`src/hdl/tl2umi_pkg.sv`:
```
// Field layouts assume 64-bit UMI data and single-beat TileLink transfers of up to 8 bytes
package tl2umi_pkg;

    // TileLink A opcodes
    localparam logic [2:0] TL_OP_GET             = 3'd4;
    localparam logic [2:0] TL_OP_PUT_FULL        = 3'd0;
    localparam logic [2:0] TL_OP_PUT_PARTIAL     = 3'd1;

    // TileLink D opcodes
    localparam logic [2:0] TL_OP_ACCESS_ACK      = 3'd0;
    localparam logic [2:0] TL_OP_ACCESS_ACK_DATA = 3'd1;

    // UMI opcodes, requests and responses
    localparam logic [4:0] UMI_REQ_READ          = 5'd1;
    localparam logic [4:0] UMI_REQ_WRITE         = 5'd3;
    localparam logic [4:0] UMI_RESP_READ         = 5'd2;
    localparam logic [4:0] UMI_RESP_WRITE        = 5'd4;

    localparam int UMI_AW    = 64;
    localparam int UMI_DW    = 64;
    localparam int TL_AW     = 56;
    localparam int CHIPID_W  = 16;

    // TileLink field widths
    localparam int TL_SIZE_W = 3;
    localparam int TL_SRC_W  = 5;
    localparam int TL_MASK_W = UMI_DW / 8;

    typedef struct packed {
        logic [2:0]           opcode;
        logic [2:0]           param;
        logic [TL_SIZE_W-1:0] size;
        logic [TL_SRC_W-1:0]  source;
        logic [TL_AW-1:0]     address;
        logic [TL_MASK_W-1:0] mask;
        logic [UMI_DW-1:0]    data;
    } tl_a_t;

    // Param, sink, denied and corrupt are driven separately
    typedef struct packed {
        logic [2:0]           opcode;
        logic [TL_SIZE_W-1:0] size;
        logic [TL_SRC_W-1:0]  source;
        logic [UMI_DW-1:0]    data;
    } tl_d_t;

    typedef struct packed {
        logic [8:0] reserved;
        logic       eom;
        logic [5:0] qos_prot;
        logic [7:0] len;
        logic [2:0] size;
        logic [4:0] opcode;
    } umi_cmd_t;

    // Request srcaddr, echoed back as the response dstaddr
    typedef struct packed {
        logic [23:0] chipid;
        logic [7:0]  offset;
        logic [7:0]  size;
        logic [7:0]  source;
        logic [15:0] low;
    } umi_src_user_t;

    typedef struct packed {
        umi_cmd_t          cmd;
        logic [UMI_AW-1:0] dstaddr;
        logic [UMI_AW-1:0] srcaddr;
        logic [UMI_DW-1:0] data;
    } umi_pkt_t;

endpackage

```
`src/hdl/sync_fifo.sv`:
```
// Writer must hold off while full is high; rd_data is only meaningful while rd_valid is high
`timescale 1ns/1ps

module sync_fifo #(
    parameter type T     = logic,
    parameter int  DEPTH = 2
) (
    input  logic clk,
    input  logic nreset,
    input  logic wr_valid,
    input  T     wr_data,
    output logic full,
    output logic rd_valid,
    input  logic rd_ready,
    output T     rd_data
);

    localparam int PTR_W = (DEPTH > 1) ? $clog2(DEPTH) : 1;
    localparam int CNT_W = $clog2(DEPTH + 1);

    T               mem [DEPTH];
    logic [PTR_W-1:0] wr_ptr;
    logic [PTR_W-1:0] rd_ptr;
    logic [CNT_W-1:0] count;
    logic           push;
    logic           pop;

    assign full     = (count == CNT_W'(DEPTH));
    assign rd_valid = (count != '0);
    assign rd_data  = mem[rd_ptr];

    assign pop  = rd_valid && rd_ready;
    // A pop in the same cycle frees a slot
    assign push = wr_valid && (!full || pop);

    always_ff @(posedge clk) begin
        if (push) begin
            mem[wr_ptr] <= wr_data;
        end
    end

    always_ff @(posedge clk) begin
        if (!nreset) begin
            wr_ptr <= '0;
            rd_ptr <= '0;
            count  <= '0;
        end else begin
            if (push) begin
                wr_ptr <= (wr_ptr == PTR_W'(DEPTH - 1)) ? '0 : wr_ptr + 1'b1;
            end
            if (pop) begin
                rd_ptr <= (rd_ptr == PTR_W'(DEPTH - 1)) ? '0 : rd_ptr + 1'b1;
            end
            case ({push, pop})
                2'b10:   count <= count + 1'b1;
                2'b01:   count <= count - 1'b1;
                default: count <= count;
            endcase
        end
    end

endmodule

```
`src/hdl/tl_req_xlate.sv`:
```
// Handles single-beat Get and Put of size 0 to 3 only; other opcodes and zero masks clear keep
`timescale 1ns/1ps

module tl_req_xlate
    import tl2umi_pkg::*;
(
    input  tl_a_t                beat,
    input  logic [CHIPID_W-1:0]  chipid,
    output umi_pkt_t             pkt,
    output logic                 keep
);

    logic [2:0]    offset;
    logic [3:0]    ones;
    logic [7:0]    mask_len;
    logic [7:0]    get_len;
    logic          mask_nz;
    umi_src_user_t src_user;

    // Lowest set mask bit and byte count
    always_comb begin
        offset = '0;
        ones   = '0;
        for (int i = TL_MASK_W - 1; i >= 0; i--) begin
            if (beat.mask[i]) begin
                offset = 3'(i);
                ones   = ones + 4'd1;
            end
        end
    end

    assign mask_nz  = |beat.mask;
    assign mask_len = 8'(ones) - 8'd1;
    assign get_len  = (8'd1 << beat.size) - 8'd1;

    // Context needed to rebuild the D beat from the response
    always_comb begin
        src_user        = '0;
        src_user.chipid = 24'(chipid);
        src_user.offset = 8'(offset);
        src_user.size   = 8'(beat.size);
        src_user.source = 8'(beat.source);
        src_user.low    = 16'h0000;
    end

    always_comb begin
        pkt              = '0;
        pkt.cmd.reserved = '0;
        pkt.cmd.eom      = 1'b1;
        pkt.cmd.qos_prot = '0;
        pkt.cmd.size     = 3'd0;
        pkt.dstaddr      = UMI_AW'({beat.address[TL_AW-1:3], offset});
        pkt.srcaddr      = src_user;
        keep             = 1'b0;

        case (beat.opcode)
            TL_OP_GET: begin
                pkt.cmd.opcode = UMI_REQ_READ;
                pkt.cmd.len    = get_len;
                pkt.data       = '0;
                keep           = mask_nz;
            end
            TL_OP_PUT_FULL,
            TL_OP_PUT_PARTIAL: begin
                pkt.cmd.opcode = UMI_REQ_WRITE;
                pkt.cmd.len    = mask_len;
                // Packed bytes start at bit 0
                pkt.data       = beat.data >> {offset, 3'b000};
                keep           = mask_nz;
            end
            default: begin
                pkt.cmd.opcode = '0;
                pkt.cmd.len    = '0;
                pkt.data       = '0;
                keep           = 1'b0;
            end
        endcase
    end

endmodule

```
`src/hdl/umi_resp_xlate.sv`:
```
// Expects dstaddr in the request srcaddr layout; responses other than read and write clear keep
`timescale 1ns/1ps

module umi_resp_xlate
    import tl2umi_pkg::*;
(
    input  umi_pkt_t pkt,
    output tl_d_t    beat,
    output logic     keep
);

    umi_src_user_t dst_user;

    assign dst_user = pkt.dstaddr;

    always_comb begin
        beat.opcode = TL_OP_ACCESS_ACK;
        beat.size   = dst_user.size[TL_SIZE_W-1:0];
        beat.source = dst_user.source[TL_SRC_W-1:0];
        beat.data   = '0;
        keep        = 1'b0;

        case (pkt.cmd.opcode)
            UMI_RESP_READ: begin
                beat.opcode = TL_OP_ACCESS_ACK_DATA;
                // Back to the lane of the original request
                beat.data   = pkt.data << {dst_user.offset[2:0], 3'b000};
                keep        = 1'b1;
            end
            UMI_RESP_WRITE: begin
                beat.opcode = TL_OP_ACCESS_ACK;
                keep        = 1'b1;
            end
            default: begin
                keep = 1'b0;
            end
        endcase
    end

endmodule

```
`src/hdl/tl2umi_top.sv`:
```
// chipid must stay static; dropped A beats and responses still wait for their queue to have room
`timescale 1ns/1ps

module tl2umi_top
    import tl2umi_pkg::*;
#(
    parameter int REQ_DEPTH  = 2,
    parameter int RESP_DEPTH = 2
) (
    input  logic                clk,
    input  logic                nreset,
    input  logic [CHIPID_W-1:0] chipid,

    // TileLink A
    input  logic                a_valid,
    output logic                a_ready,
    input  tl_a_t               a_beat,

    // TileLink D
    output logic                d_valid,
    input  logic                d_ready,
    output tl_d_t               d_beat,
    output logic [1:0]          d_param,
    output logic                d_sink,
    output logic                d_denied,
    output logic                d_corrupt,

    // UMI host request
    output logic                req_valid,
    input  logic                req_ready,
    output umi_pkt_t            req_pkt,

    // UMI host response
    input  logic                resp_valid,
    output logic                resp_ready,
    input  umi_pkt_t            resp_pkt
);

    umi_pkt_t xlate_pkt;
    logic     req_keep;
    logic     req_full;
    tl_d_t    xlate_beat;
    logic     resp_keep;
    logic     resp_full;

    assign a_ready    = !req_full;
    assign resp_ready = !resp_full;

    assign d_param   = 2'b00;
    assign d_sink    = 1'b0;
    assign d_denied  = 1'b0;
    assign d_corrupt = 1'b0;

    tl_req_xlate u_req_xlate (
        .beat   (a_beat),
        .chipid (chipid),
        .pkt    (xlate_pkt),
        .keep   (req_keep)
    );

    sync_fifo #(
        .T     (umi_pkt_t),
        .DEPTH (REQ_DEPTH)
    ) u_req_q (
        .clk      (clk),
        .nreset   (nreset),
        .wr_valid (a_valid && a_ready && req_keep),
        .wr_data  (xlate_pkt),
        .full     (req_full),
        .rd_valid (req_valid),
        .rd_ready (req_ready),
        .rd_data  (req_pkt)
    );

    umi_resp_xlate u_resp_xlate (
        .pkt  (resp_pkt),
        .beat (xlate_beat),
        .keep (resp_keep)
    );

    sync_fifo #(
        .T     (tl_d_t),
        .DEPTH (RESP_DEPTH)
    ) u_resp_q (
        .clk      (clk),
        .nreset   (nreset),
        .wr_valid (resp_valid && resp_ready && resp_keep),
        .wr_data  (xlate_beat),
        .full     (resp_full),
        .rd_valid (d_valid),
        .rd_ready (d_ready),
        .rd_data  (d_beat)
    );

endmodule

```
`config.mk`:
```
export PLATFORM = sky130hd
export DESIGN_NAME = tl2umi_top
export DESIGN_NICKNAME = d
export VERILOG_FILES = /design/src/hdl/tl2umi_pkg.sv /design/src/hdl/sync_fifo.sv /design/src/hdl/tl_req_xlate.sv /design/src/hdl/umi_resp_xlate.sv /design/src/hdl/tl2umi_top.sv
export SDC_FILE = /design/constraint.sdc
export NUM_CORES = 1
export LEC_CHECK = 0
export BUFFER_PORTS_ARGS = -buffer_cell sky130_fd_sc_hd__buf_2
export CORE_AREA = 2 2 268 270
export DETAILED_ROUTE_END_ITERATION = 6
export DIE_AREA = 0 0 270 272
export PLACE_DENSITY_LB_ADDON = 0.08
export SYNTH_ARGS = -nofsm -noshare
export SYNTH_HDL_FRONTEND = slang
export SYNTH_SLANG_ARGS = --single-unit
export TNS_END_PERCENT = 50
```
`constraint.sdc`:
```
create_clock -name clk -period 8.57 [get_ports clk]
set_input_delay 0.4285 -clock clk [delete_from_list [all_inputs] [get_ports clk]]
set_output_delay 0.4285 -clock clk [all_outputs]
set_load 0.005 [all_outputs]
```
==> impl_metrics.csv <==
group,metric,value,unit
sta,setup_viol,0,
floorplan,fp.dieArea,73440,µm²
logic_synthesis,synth_area,21750,µm²
finish,drive_gt1_share,39.66,%
detailed_routing,ant_nets,0,
global_route,first_global_vias,14390,
placement,place_inst,2853,
sta,finalCritPeriodShare,51.26,%
critical_path,cpPeakStageDelay,0.42,ns
min_path,hold_class,"primary input to flip-flop",
floorplan,io_pins,696,
detailed_routing,wirelength,63.33,mm
floorplan,start_util,30.75,%
global_route,antenna_found_initial,4,
critical_path,path_class,"primary input to flip-flop",
finish,areaGrowthSynthToFinish,25.70,%
critical_path,crit_top_cell,"ha_1",
global_route,grt_overflow,0,
finish,finalNonFillerCells,3032,
critical_path,worstPathRequired,8.90,ns
logic_synthesis,synth_edf_count,454,
detailed_routing,via_per_inst,4.619,
detailed_routing,drc,0,
clocking,clock-root-buffer,"clkbuf_16",
logic_synthesis,synthDistinctLibCells,56,
clocking,clockBufferDepth,3,
finish,finalNetCount,2439,
critical_path,cp_slowest_cell,"ha_1",
detailed_routing,drt_iter0_markers,800,
sta,max_freq,227.6,MHz
logic_synthesis,async_flop_share,0,%
sta,rsz0062_at_grt,"no",
sta,whs,0.05042,ns
critical_path,path_max_fanout,6,
floorplan,die_w,270,µm
logic_synthesis,ys_ff_latch,464,
logic_synthesis,yosysTopAreaCellShare,62.67,%
pwr,vdd_drop_max,154.6,µV
critical_path,start_kind,"primary input",
critical_path,cp-end-kind,"flip-flop",
pwr,fin_total_pwr,0.005955,W
sta,slew_violations,0,
placement,gp_congestion,0.8006,
placement,placed_area,24830,µm²
clocking,cts_buffers,53,
floorplan,placementRows,98,
run_status,status,"finished, final reports clean",
logic_synthesis,syn_inst,1506,
critical_path,crit_arrival,4.72,ns
global_route,grt_usage,16.58,%
sta,relSlewSlack,21.38,%
clocking,postCtsSetupBuffers,0,
clocking,h-tree-depth,2,
detailed_routing,detail_route.wl_per_cell,20.89,µm
logic_synthesis,avgSynthCellArea,14.44,µm²
placement,dpl.hpwl,43.57,mm
sta,fin_crit,4.393,ns
clocking,clock_latency,0.60,ns
logic_synthesis,ys_seq_area_share,63.59,%
sta,finClkSkew,0.03149,ns
sta,worst_pin_slew,1.179,ns
critical_path,cp_cell_sequence,"buf_2 > inv_1 > ha_1 > xor2_1 > ha_1 > a211oi_1 > a21oi_1 > xnor2_1 > mux2_2 > ha_1 > nand2_1 > o31ai_1 > o21ai_0 > xnor2_1 > mux2_2 > ha_1 > a21oi_1 > and2_1 > ha_1 > xor2_1 > nor2_1 > a21oi_1 > nor2_1",
clocking,path_clk_slew,0.06,ns
finish,fin_area,27350,µm²
clocking,cts_tree,"done",
floorplan,die_h,272,µm
floorplan,core,70750,µm²
pwr,p_leak,10.09,nW
logic_synthesis,synthTopCellsByArea,"edfxtp_1 (63%), mux2_2 (12%), mux2i_1 (5.2%), buf_4 (2.7%), nand2_1 (2.1%)",
global_route,grt_pass1_wl,92.03,mm
sta,hold_viol_final,0,
logic_synthesis,synthTopCellsByCount,"edfxtp_1 (454), mux2_2 (238), nand2_1 (123), mux2i_1 (112), buf_4 (78)",
global_route,grt_start_max_net_pins,155,
placement,numPortBuffers,471,
logic_synthesis,synth.most_common_cell,"edfxtp_1",
logic_synthesis,ys.flop_type,"edfxtp_1",
flow_run,maxCapViolCount,0,
pwr,p_per_area,217.8,nW/µm²
clocking,numClockSinks,464,
sta,tns,0,ns
logic_synthesis,synth_top_area_cell,"edfxtp_1",
logic_synthesis,ys.warnings.count,0,
detailed_routing,vias,14000,
detailed_routing,drtPass1Iterations,5,
critical path, delay by kind of cell:
kind,cells,cell delay (ns)
AOI/OAI and AO/OA,6,0.99
xor gates and xnor gates,4,0.74
adders and majority gates,5,1.48
buffers and inverters,2,0.17
muxes,2,0.56
and+or+nand+nor,4,0.36
per-layer routing:
metal	GRT usage, %	up-vias	routed length (µm)
met5	0	-	24
met4	4.035	4	1175
met3	4.152	71	3763
met2	28.80	367	31700
met1	20.67	6980	26660
li1	-	6582	-
power breakdown:
part           internal (W)  switching, W  leakage [nW]
clock               0.00133      0.000911         0.837
sequential          0.00258     0.0000433          4.01
combinational      0.000523      0.000573          5.25
cells in the final DEF (no fill, tap or decap), types with 4 or more instances in the layout:
cell type / instances
buf_2: 471
edfxtp_1: 454
mux2_2: 238
nand2_1: 123
mux2i_1: 112
dlygate4sd3_1: 80
conb_1: 74
nor2_1: 69
o21ai_0: 55
clkbuf_16: 54
and2_1: 40
a21oi_1: 26
a32o_1: 24
nand3_1: 23
a211oi_1: 19
xnor2_1: 19
and3_1: 17
clkinv_1: 15
nor2b_1: 14
ha_1: 13
inv_1: 12
buf_4: 11
clkinv_2: 9
clkbuf_1: 9
mux4_2: 8
dfxtp_1: 8
xor2_1: 7
bufinv_16: 6
nor3_1: 4
or3_1: 4
nor2_4: 4
stage by stage:
step	setup WS, ns	utilization [%]
5_1_grt	3.771	38.65
6_report	4.177	38.65
3_3_place_gp	3.588	35.09
3_5_place_dp	3.576	35.09
4_1_cts	4.211	38.64
2_1_floorplan	0.4365	-
state kept, by name, indices dropped and copies added (netlist names), named ones only:
signal,cells
u_resp_q.mem,146
u_req_q.count,2
u_resp_q.wr_ptr,1
u_req_q.mem,308
u_resp_q.count,2
u_resp_q.rd_ptr,1
u_req_q.wr_ptr,1
u_req_q.rd_ptr,1
logic make-up (layout without fill, tap and decap cells):
family                   Yosys count  in the layout  share of synthesized area, %
multiplexers                     358            358                         18.30
XOR/XNOR                          30             30                         1.444
other                              2             76                       0.03452
flip-flops                       464            464                         63.59
AND/OR/NAND/NOR                  317            317                         6.770
buffers and inverters            176            678                         4.636
adder cells (fa/ha/maj)           13             13                        0.7477
AO/OA/AOI/OAI                    146            146                         4.475
area by class of cell:
cell class	count	area (µm²)
clock inverters	34	327.8
inverters	16	60.06
multi-input cells	938	7237
fillers	6908	43410
well taps	950	1189
repair buffers	565	3301
diodes	2	5.005
clock buffers	63	1385
flip-flops and latches	464	13840
path summary, 6_finish.rpt:
check | from | to | slack, ns | cells past startpoint
worst min register to register | u_req_q.count[1] | u_req_q.count[1] | 0.51 | 2
worst min-delay path | a_beat[132] | u_req_q.mem[1][68] | 0.05 | 1
worst max-delay path | a_beat[70] | u_req_q.mem[0][151] | 4.18 | 23
worst max register to register | u_req_q.count[0] | u_req_q.mem[0][129] | 6.02 | 4
what timing repair did:
item	CTS	global route
hold buffers	80	0
hold endpoints to repair	160	0
resized for setup	0	0
Power figures use the tool's default switching activity.
